File: src/source/demodPkg.sv
/*
 * Shared widths, phase constants, demodulation modes, sample and result
 * structs, and the CORDIC arctangent table.
 */
`default_nettype none

package demodPkg;

    localparam int SAMPLE_W = 18;
    localparam int CORDIC_W = 14;
    localparam int PHASE_W  = 12;
    localparam int MAG_W    = 13;
    localparam int CHAN_W   = 2;
    localparam int ATAN_LEN = 16;

    // Full circle is 4096 counts.
    localparam logic [PHASE_W-1:0] HALF_CIRCLE   = 12'h800;
    localparam logic [PHASE_W-1:0] EIGHTH_CIRCLE = 12'h200;

    // Codes above AQPSK fall into the default case.
    typedef enum logic [3:0] {
        AM     = 4'd0,
        PM     = 4'd1,
        FM     = 4'd2,
        FSK2   = 4'd3,
        BPSK   = 4'd4,
        UQPSK  = 4'd5,
        AUQPSK = 4'd6,
        QPSK   = 4'd7,
        OQPSK  = 4'd8,
        SOQPSK = 4'd9,
        AQPSK  = 4'd10
    } demodMode_t;

    typedef struct packed {
        logic signed [SAMPLE_W-1:0] i;
        logic signed [SAMPLE_W-1:0] q;
    } iqSample_t;

    typedef struct packed {
        logic        [MAG_W-1:0]   mag;
        logic signed [PHASE_W-1:0] phase;
        logic signed [PHASE_W-1:0] phaseError;
        logic signed [PHASE_W-1:0] freq;
        logic signed [PHASE_W-1:0] freqError;
    } demodResult_t;

    typedef struct packed {
        logic [CHAN_W-1:0] channel;
        demodResult_t      data;
    } taggedResult_t;

    // atan(2^-k) scaled to 4096 counts per circle, rounded.
    localparam logic [PHASE_W-1:0] atanTable [0:ATAN_LEN-1] = '{
        12'd512, 12'd302, 12'd160, 12'd81,
        12'd41,  12'd20,  12'd10,  12'd5,
        12'd3,   12'd1,   12'd1,   12'd0,
        12'd0,   12'd0,   12'd0,   12'd0
    };

endpackage

`default_nettype wire

File: src/source/channelDispatcher.sv
/*
 * Input dispatcher. Registers the shared sample, decodes the channel
 * tag into per-channel strobes and holds each channel's mode.
 */
`timescale 1ns/1ns
`default_nettype none

module channelDispatcher
    import demodPkg::*;
#(
    parameter int NUM_CHANNELS = 4
) (
    input  wire                    clk,
    input  wire                    rst,
    input  wire                    sampleEn,
    input  wire iqSample_t         sample,
    input  wire [CHAN_W-1:0]       sampleChannel,
    input  wire                    cfgWrite,
    input  wire [CHAN_W-1:0]       cfgChannel,
    input  wire demodMode_t        cfgMode,
    output logic [NUM_CHANNELS-1:0] chanEn,
    output iqSample_t              chanSample,
    output demodMode_t             chanMode [NUM_CHANNELS]
);

    // One-hot strobe, one cycle after the input.
    always_ff @(posedge clk) begin
        if (rst) begin
            chanEn <= '0;
        end else begin
            for (int c = 0; c < NUM_CHANNELS; c++) begin
                chanEn[c] <= sampleEn && (sampleChannel == CHAN_W'(c));
            end
        end
    end

    // All channels see the same sample word.
    always_ff @(posedge clk) begin
        if (sampleEn) begin
            chanSample <= sample;
        end
    end

    // Mode registers.
    always_ff @(posedge clk) begin
        for (int c = 0; c < NUM_CHANNELS; c++) begin
            if (rst) begin
                chanMode[c] <= AM;
            end else if (cfgWrite && (cfgChannel == CHAN_W'(c))) begin
                chanMode[c] <= cfgMode;
            end
        end
    end

    // A sample tagged for a missing channel would be silently lost.
    channelInRange: assert property (
        @(posedge clk) disable iff (rst)
        sampleEn |-> (int'(sampleChannel) < NUM_CHANNELS)
    );

endmodule

`default_nettype wire

File: src/source/cordicVectoring.sv
/*
 * Pipelined vectoring CORDIC. Quadrant fold stage followed by one
 * rotation stage per iteration, giving magnitude and phase.
 */
`timescale 1ns/1ns
`default_nettype none

module cordicVectoring
    import demodPkg::*;
#(
    parameter int CORDIC_ITER = 12
) (
    input  wire                        clk,
    input  wire                        rst,
    input  wire                        en,
    input  wire signed [CORDIC_W-1:0]  x,
    input  wire signed [CORDIC_W-1:0]  y,
    output logic       [MAG_W-1:0]     mag,
    output logic signed [PHASE_W-1:0]  phase,
    output logic                       enOut
);

    // Two guard bits cover the negated minimum and the CORDIC gain.
    localparam int XW = CORDIC_W + 2;

    logic signed [XW-1:0]      xExt;
    logic signed [XW-1:0]      yExt;
    logic signed [XW-1:0]      xPipe [0:CORDIC_ITER];
    logic signed [XW-1:0]      yPipe [0:CORDIC_ITER];
    logic        [PHASE_W-1:0] zPipe [0:CORDIC_ITER];
    logic        [CORDIC_ITER:0] validPipe;

    assign xExt = x;
    assign yExt = y;

    // Valid bit travels alongside each vector.
    always_ff @(posedge clk) begin
        if (rst) begin
            validPipe <= '0;
        end else begin
            validPipe <= {validPipe[CORDIC_ITER-1:0], en};
        end
    end

    // Fold into the right half-plane, then the rotation stages.
    // Phase accumulates modulo a full circle.
    always_ff @(posedge clk) begin
        if (xExt < 0) begin
            xPipe[0] <= -xExt;
            yPipe[0] <= -yExt;
            zPipe[0] <= HALF_CIRCLE;
        end else begin
            xPipe[0] <= xExt;
            yPipe[0] <= yExt;
            zPipe[0] <= '0;
        end
        for (int k = 0; k < CORDIC_ITER; k++) begin
            if (yPipe[k] >= 0) begin
                // Vector above the axis, rotate clockwise.
                xPipe[k+1] <= xPipe[k] + (yPipe[k] >>> k);
                yPipe[k+1] <= yPipe[k] - (xPipe[k] >>> k);
                zPipe[k+1] <= zPipe[k] + atanTable[k];
            end else begin
                xPipe[k+1] <= xPipe[k] - (yPipe[k] >>> k);
                yPipe[k+1] <= yPipe[k] + (xPipe[k] >>> k);
                zPipe[k+1] <= zPipe[k] - atanTable[k];
            end
        end
    end

    // Final x is non-negative, so the sign bit is dropped with the LSBs.
    assign mag   = xPipe[CORDIC_ITER][XW-2 -: MAG_W];
    assign phase = zPipe[CORDIC_ITER];
    assign enOut = validPipe[CORDIC_ITER];

    // Fixed latency regardless of how many vectors are in flight.
    enLatency: assert property (
        @(posedge clk) disable iff (rst)
        !$past(rst, CORDIC_ITER + 1) |-> (enOut == $past(en, CORDIC_ITER + 1))
    );

endmodule

`default_nettype wire

File: src/source/demodChannel.sv
/*
 * One demodulator channel. CORDIC magnitude and phase, mode-dependent
 * phase error, and frequency and frequency error by first difference.
 */
`timescale 1ns/1ns
`default_nettype none

module demodChannel
    import demodPkg::*;
#(
    parameter int CORDIC_ITER = 12
) (
    input  wire               clk,
    input  wire               rst,
    input  wire               en,
    input  wire iqSample_t    sample,
    input  wire demodMode_t   mode,
    output logic              resultEn,
    output demodResult_t      result
);

    logic        [MAG_W-1:0]   cordicMag;
    logic signed [PHASE_W-1:0] cordicPhase;
    logic                      cordicEn;

    logic signed [PHASE_W-1:0] qpskPhase;
    logic signed [PHASE_W-1:0] phaseErrorNext;
    logic signed [PHASE_W-1:0] phaseDiff;
    logic signed [PHASE_W-1:0] phaseErrorDiff;

    logic signed [PHASE_W-1:0] prevPhase;
    logic signed [PHASE_W-1:0] prevPhaseError;
    logic                      polarityFlag;

    // Only the top CORDIC_W bits of each sample reach the CORDIC.
    cordicVectoring #(
        .CORDIC_ITER(CORDIC_ITER)
    ) cordic (
        .clk  (clk),
        .rst  (rst),
        .en   (en),
        .x    (sample.i[SAMPLE_W-1 -: CORDIC_W]),
        .y    (sample.q[SAMPLE_W-1 -: CORDIC_W]),
        .mag  (cordicMag),
        .phase(cordicPhase),
        .enOut(cordicEn)
    );

    // Constellation offset removed before quadrupling.
    assign qpskPhase = cordicPhase - EIGHTH_CIRCLE;

    always_comb begin
        case (mode)
            PM, FM, FSK2: begin
                phaseErrorNext = cordicPhase;
            end
            BPSK, UQPSK, AUQPSK: begin
                // Doubling strips the BPSK modulation.
                phaseErrorNext = {cordicPhase[PHASE_W-2:0], 1'b0};
            end
            QPSK, OQPSK, SOQPSK, AQPSK: begin
                phaseErrorNext = {qpskPhase[PHASE_W-3:0], 2'b00};
            end
            default: begin
                phaseErrorNext = '0;
            end
        endcase
    end

    assign phaseDiff      = cordicPhase - prevPhase;
    assign phaseErrorDiff = phaseErrorNext - prevPhaseError;

    always_ff @(posedge clk) begin
        if (rst) begin
            resultEn       <= 1'b0;
            result         <= '0;
            prevPhase      <= '0;
            prevPhaseError <= '0;
            polarityFlag   <= 1'b1;
        end else begin
            resultEn <= cordicEn;
            if (cordicEn) begin
                result.mag        <= cordicMag;
                result.phase      <= cordicPhase;
                result.phaseError <= phaseErrorNext;
                result.freqError  <= phaseErrorDiff;
                // A half-circle jump is ambiguous, so alternate its sign.
                if (phaseDiff == HALF_CIRCLE) begin
                    polarityFlag <= ~polarityFlag;
                    if (polarityFlag) begin
                        result.freq <= 12'h801;
                    end else begin
                        result.freq <= 12'h7FF;
                    end
                end else begin
                    result.freq <= phaseDiff;
                end
                prevPhase      <= cordicPhase;
                prevPhaseError <= phaseErrorNext;
            end
        end
    end

endmodule

`default_nettype wire

File: src/source/multiDemod.sv
/*
 * Multi-channel demodulator top level. Dispatcher, one demodChannel per
 * channel and the result collector.
 */
`timescale 1ns/1ns
`default_nettype none

module multiDemod
    import demodPkg::*;
#(
    parameter int NUM_CHANNELS = 4,
    parameter int CORDIC_ITER  = 12
) (
    input  wire               clk,
    input  wire               rst,
    input  wire               sampleEn,
    input  wire iqSample_t    sample,
    input  wire [CHAN_W-1:0]  sampleChannel,
    input  wire               cfgWrite,
    input  wire [CHAN_W-1:0]  cfgChannel,
    input  wire demodMode_t   cfgMode,
    output logic              resultEn,
    output taggedResult_t     result
);

    logic [NUM_CHANNELS-1:0] chanEn;
    iqSample_t               chanSample;
    demodMode_t              chanMode [NUM_CHANNELS];
    logic [NUM_CHANNELS-1:0] chanResultEn;
    demodResult_t            chanResult [NUM_CHANNELS];

    channelDispatcher #(
        .NUM_CHANNELS(NUM_CHANNELS)
    ) dispatcher (
        .clk          (clk),
        .rst          (rst),
        .sampleEn     (sampleEn),
        .sample       (sample),
        .sampleChannel(sampleChannel),
        .cfgWrite     (cfgWrite),
        .cfgChannel   (cfgChannel),
        .cfgMode      (cfgMode),
        .chanEn       (chanEn),
        .chanSample   (chanSample),
        .chanMode     (chanMode)
    );

    for (genvar c = 0; c < NUM_CHANNELS; c++) begin : gChannel
        demodChannel #(
            .CORDIC_ITER(CORDIC_ITER)
        ) channel (
            .clk     (clk),
            .rst     (rst),
            .en      (chanEn[c]),
            .sample  (chanSample),
            .mode    (chanMode[c]),
            .resultEn(chanResultEn[c]),
            .result  (chanResult[c])
        );
    end

    resultCollector #(
        .NUM_CHANNELS(NUM_CHANNELS)
    ) collector (
        .clk         (clk),
        .rst         (rst),
        .chanResultEn(chanResultEn),
        .chanResult  (chanResult),
        .resultEn    (resultEn),
        .result      (result)
    );

endmodule

`default_nettype wire

File: src/source/resultCollector.sv
/*
 * Result collector. Tags the single active channel result with its
 * index and registers it onto the output stream.
 */
`timescale 1ns/1ns
`default_nettype none

module resultCollector
    import demodPkg::*;
#(
    parameter int NUM_CHANNELS = 4
) (
    input  wire                    clk,
    input  wire                    rst,
    input  wire [NUM_CHANNELS-1:0] chanResultEn,
    input  wire demodResult_t      chanResult [NUM_CHANNELS],
    output logic                   resultEn,
    output taggedResult_t          result
);

    logic [CHAN_W-1:0] selChannel;

    // Strobe to index encoder.
    always_comb begin
        selChannel = '0;
        for (int c = 0; c < NUM_CHANNELS; c++) begin
            if (chanResultEn[c]) begin
                selChannel = CHAN_W'(c);
            end
        end
    end

    always_ff @(posedge clk) begin
        if (rst) begin
            resultEn <= 1'b0;
        end else begin
            resultEn <= |chanResultEn;
        end
    end

    always_ff @(posedge clk) begin
        if (|chanResultEn) begin
            result.channel <= selChannel;
            result.data    <= chanResult[selChannel];
        end
    end

    // Equal channel latency keeps strobes from colliding.
    singleStrobe: assert property (
        @(posedge clk) disable iff (rst)
        $onehot0(chanResultEn)
    );

endmodule

`default_nettype wire

File: config.mk
export PLATFORM = sky130hd
export DESIGN_NAME = multiDemod
export DESIGN_NICKNAME = d
export VERILOG_FILES = /design/src/source/demodPkg.sv /design/src/source/channelDispatcher.sv /design/src/source/cordicVectoring.sv /design/src/source/demodChannel.sv /design/src/source/multiDemod.sv /design/src/source/resultCollector.sv
export SDC_FILE = /design/constraint.sdc
export NUM_CORES = 2
export LEC_CHECK = 0
export BUFFER_PORTS_ARGS = -buffer_cell sky130_fd_sc_hd__buf_2
export CAP_MARGIN = 5
export CORE_MARGIN = 2
export CORE_UTILIZATION = 36
export CTS_CLUSTER_DIAMETER = 100
export DETAILED_ROUTE_END_ITERATION = 6
export SLEW_MARGIN = 5
export SYNTH_ARGS = -nofsm -noshare
export SYNTH_HDL_FRONTEND = slang
export SYNTH_SLANG_ARGS = --single-unit
File: constraint.sdc
create_clock -name clk -period 3.7 [get_ports clk]
set_input_delay 0.37 -clock clk [delete_from_list [all_inputs] [get_ports clk]]
set_output_delay 0.37 -clock clk [all_outputs]
set_load 0.02 [all_outputs]
==> out/qor.csv <==
metric,value,unit
holdCritStartpoint,cfgChannel[0],
numPortBuffers,100,
routabilityCongestion,0.869,
cp_max_fo,4,
ys_async_sr_fraction,0,
drt_wl_total,121000,um
viasPerCell,5.09,
cap_violations,0,
reg2reg_to,gChannel[1].channel.cordic.yPipe[1][15],
cts_root_buf,clkbuf_16,
ios,112,
criticalPathCategory,flop to flop,
grt_pass1_vias,39973,
synth_top_flop_cell,dfxtp_1,
core-area,145000,um^2
dr_total_vias,41249,
period_share,0.935,
grt_overflow,0,
seq_area_frac_synth,0.358,
cts_buffers,100,
clkSlewWorstSetupHoldPaths,60,ps
grt_pass1_wl,200000,um
antenna_found_initial,5,
tightest_slew,1060,ps
place_hpwl,91500,um
final_cell_mix,"dfxtp_1 (804), ha_1 (561), nor2_1 (557)",
synth_cells,5922,
finalHoldViolCount,0,
route.detailed.drc,0,
numClockSinks,899,
slew_headroom,0.291,
drive_gt1_frac,0.0703,
min_path_cells,4,
fp.dieW,386,um
yosysTopAreaCell,dfxtp_1,
antenna_left,0,
timing.rr.start,gChannel[0].channel.cordic.xPipe[3][6],
synth.area.top_cells,"dfxtp_1 (31%), ha_1 (13%), xnor2_1 (6.7%)",
synth_edf_count,88,
outcome,completed,
endpoint_kind,flop,
yosys_warnings,0,
grt_start_max_net_pins,115,
ys_seq_elements,899,
cts_max_path_buffers,3,
maxSlewViolCount,0,
htreeDepth,3,
synth.top_cell.area_share,0.308,
start_util,0.362,
num_rows,140,
synth_area_per_cell,8.89,um^2
arrival,4060,ps
setup_viol_count_final,0,
period_needed,3460,ps
final_common_cell,dfxtp_1,
rsz0062_at_grt,false,
cpLargestDelayFamily,compound AO/OA/AOI/OAI gates,
startpoint_type,flop,
insertion_delay,720,ps
cp_cell_sequence,nor2_1 -> nand3_1 -> o21ai_0 -> xor2_1 -> ha_1 -> or2_2 -> a21oi_1 -> a31oi_1 -> or3_1 -> a31oi_1 -> o2111ai_1 -> o31a_1 -> xor2_1,
finalSetupTns,0,ps
critPathSlowestCell,or3_1,
firstDrtPassIters,6,
grt_usage,0.159,
max_stage_delay,350,ps
syn_area,52700,um^2
netlist-cell-type-count,89,
crit_required,4300,ps
final_cells,8106,
hold_path_end,dispatcher.chanMode[12],
r2r_slack,240,ps
r2r_cells,13,
fin_nets,6743,
die_h,386,um
skew,64.7,ps
drt-initial-drc-count,2460,
cts_tree,built,
die_area,149000,um^2
dp_cells,7882,
wl_per_cell,15.0,um
max_clock_freq,0.289,GHz
path_buf_inv,0,
area_growth_syn_to_layout,13.0,%
hold_path_class,input pin to flop,
timing repair:
| action | 4_1_cts | 5_1_grt |
|---|---|---|
| setup endpoints to repair | 0 | 1 |
| hold buffers | 36 | 0 |
| endpoints found under the hold margin | 66 | 0 |
| buffers inserted | 0 | 0 |
| resized for setup | 0 | 1 |
final cells by class:
cell class | count | area [um^2]
Fill cell | 14344 | 85900
Multi-Input combinational cell | 4426 | 31500
Sequential cell | 899 | 18900
Clock buffer | 133 | 2820
Tap cell | 1917 | 2400
Inverter | 459 | 1720
Timing Repair Buffer | 217 | 1500
Clock inverter | 54 | 678
Antenna cell | 1 | 2.50
metal layers:
metal  global-route usage  vias up  part of all wire
met5                    0        -                 0
met4               0.0492        0             0.028
met3               0.0217      218             0.040
met2                0.277      784              0.47
met1                0.203    19160              0.46
li1                     -    21087                 -
flip-flops by register name, indices dropped and copies added (netlist names):
name                               cells
dispatcher.chanEn                      4
gChannel.channel.cordic.zPipe        114
gChannel.channel.cordic.xPipe        204
gChannel.channel.result              188
dispatcher.chanSample                 28
gChannel.channel.prevPhase            22
gChannel.channel.resultEn              4
gChannel.channel.prevPhaseError       22
collector.resultEn                     1
gChannel.channel.cordic.yPipe        180
gChannel.channel.polarityFlag          4
gChannel.channel.cordic.validPipe     52
dispatcher.chanMode                   16
collector.result                      60
metrics by stage:
| stage | instance area (um^2) | hold WS (ps) | util | setup slack [ps] |
|---|---|---|---|---|
| floorplan | 52900 | 310 | - | 459 |
| global placement | 55700 | 311 | 0.383 | 326 |
| detailed placement | 55700 | 315 | 0.383 | 289 |
| CTS | 59500 | 59.1 | 0.409 | 253 |
| global route | 59500 | 96.0 | 0.409 | 12.1 |
| finish | 59500 | 117 | 0.409 | 242 |
Yosys cell counts (9+ instances only):
cell type and number:
clkbuf_1 158, o2111ai_1 14, and2_1 25, xnor2_1 400
a211oi_1 76, nand2b_1 56, ha_1 561, buf_1 24
o22ai_1 63, xor2_1 203, a211o_1 9, o21a_1 55
a21o_1 116, edfxtp_1 88, nor4_1 25, or2_2 42
a311oi_1 15, mux2i_1 159, o21bai_1 45, inv_1 458
or4_1 19, o41ai_1 24, or3_1 43, a21oi_1 452
nor3b_1 9, nor4b_1 10, nand3_1 77, a21boi_0 35
nor3_1 159, nand4_1 13, fa_1 31, o211ai_1 20
nand3b_1 17, a222oi_1 36, and3_1 32, nor2_1 557
o311ai_0 12, o21ai_0 270, nand2_1 313, a31oi_1 68
nor2b_1 135, dfxtp_1 811, o31ai_1 82
cell families (layout without fill, tap and decap cells):
logic type,count (synthesis),count (layout),synth area share
multiplexers,160,160,0.0304
adder cells (fa/ha/maj),592,592,0.145
XOR/XNOR,603,603,0.100
buffers and inverters,652,863,0.0475
AND/OR/NAND/NOR,1545,1545,0.139
flip-flops,899,899,0.358
AO/OA/AOI/OAI,1470,1470,0.179
other,1,57,0.0000712
tightest hold or removal path, cell delays in order:
cell	delay (ps)
buf_2	110
nor3b_1	110
mux2i_1	140
nor2_1	80
how the worst max path moves through the flow:
stage                                                 start                                 endpoint  cells past startpoint
floorplan           gChannel[3].channel.cordic.zPipe[12][1]           gChannel[1].channel.result[13]                     12
global placement     gChannel[2].channel.cordic.yPipe[5][5]  gChannel[1].channel.cordic.xPipe[6][15]                     14
detailed placement  gChannel[3].channel.cordic.zPipe[12][3]           gChannel[1].channel.result[21]                     10
CTS                 gChannel[3].channel.cordic.zPipe[12][3]           gChannel[1].channel.result[21]                     10
global route        gChannel[3].channel.cordic.zPipe[12][2]           gChannel[1].channel.result[19]                     10
finish               gChannel[0].channel.cordic.xPipe[3][6]  gChannel[1].channel.cordic.yPipe[1][15]                     13
Power is not shown: default switching activity piles up to over one toggle a cycle in this logic, so the estimate is an artifact.
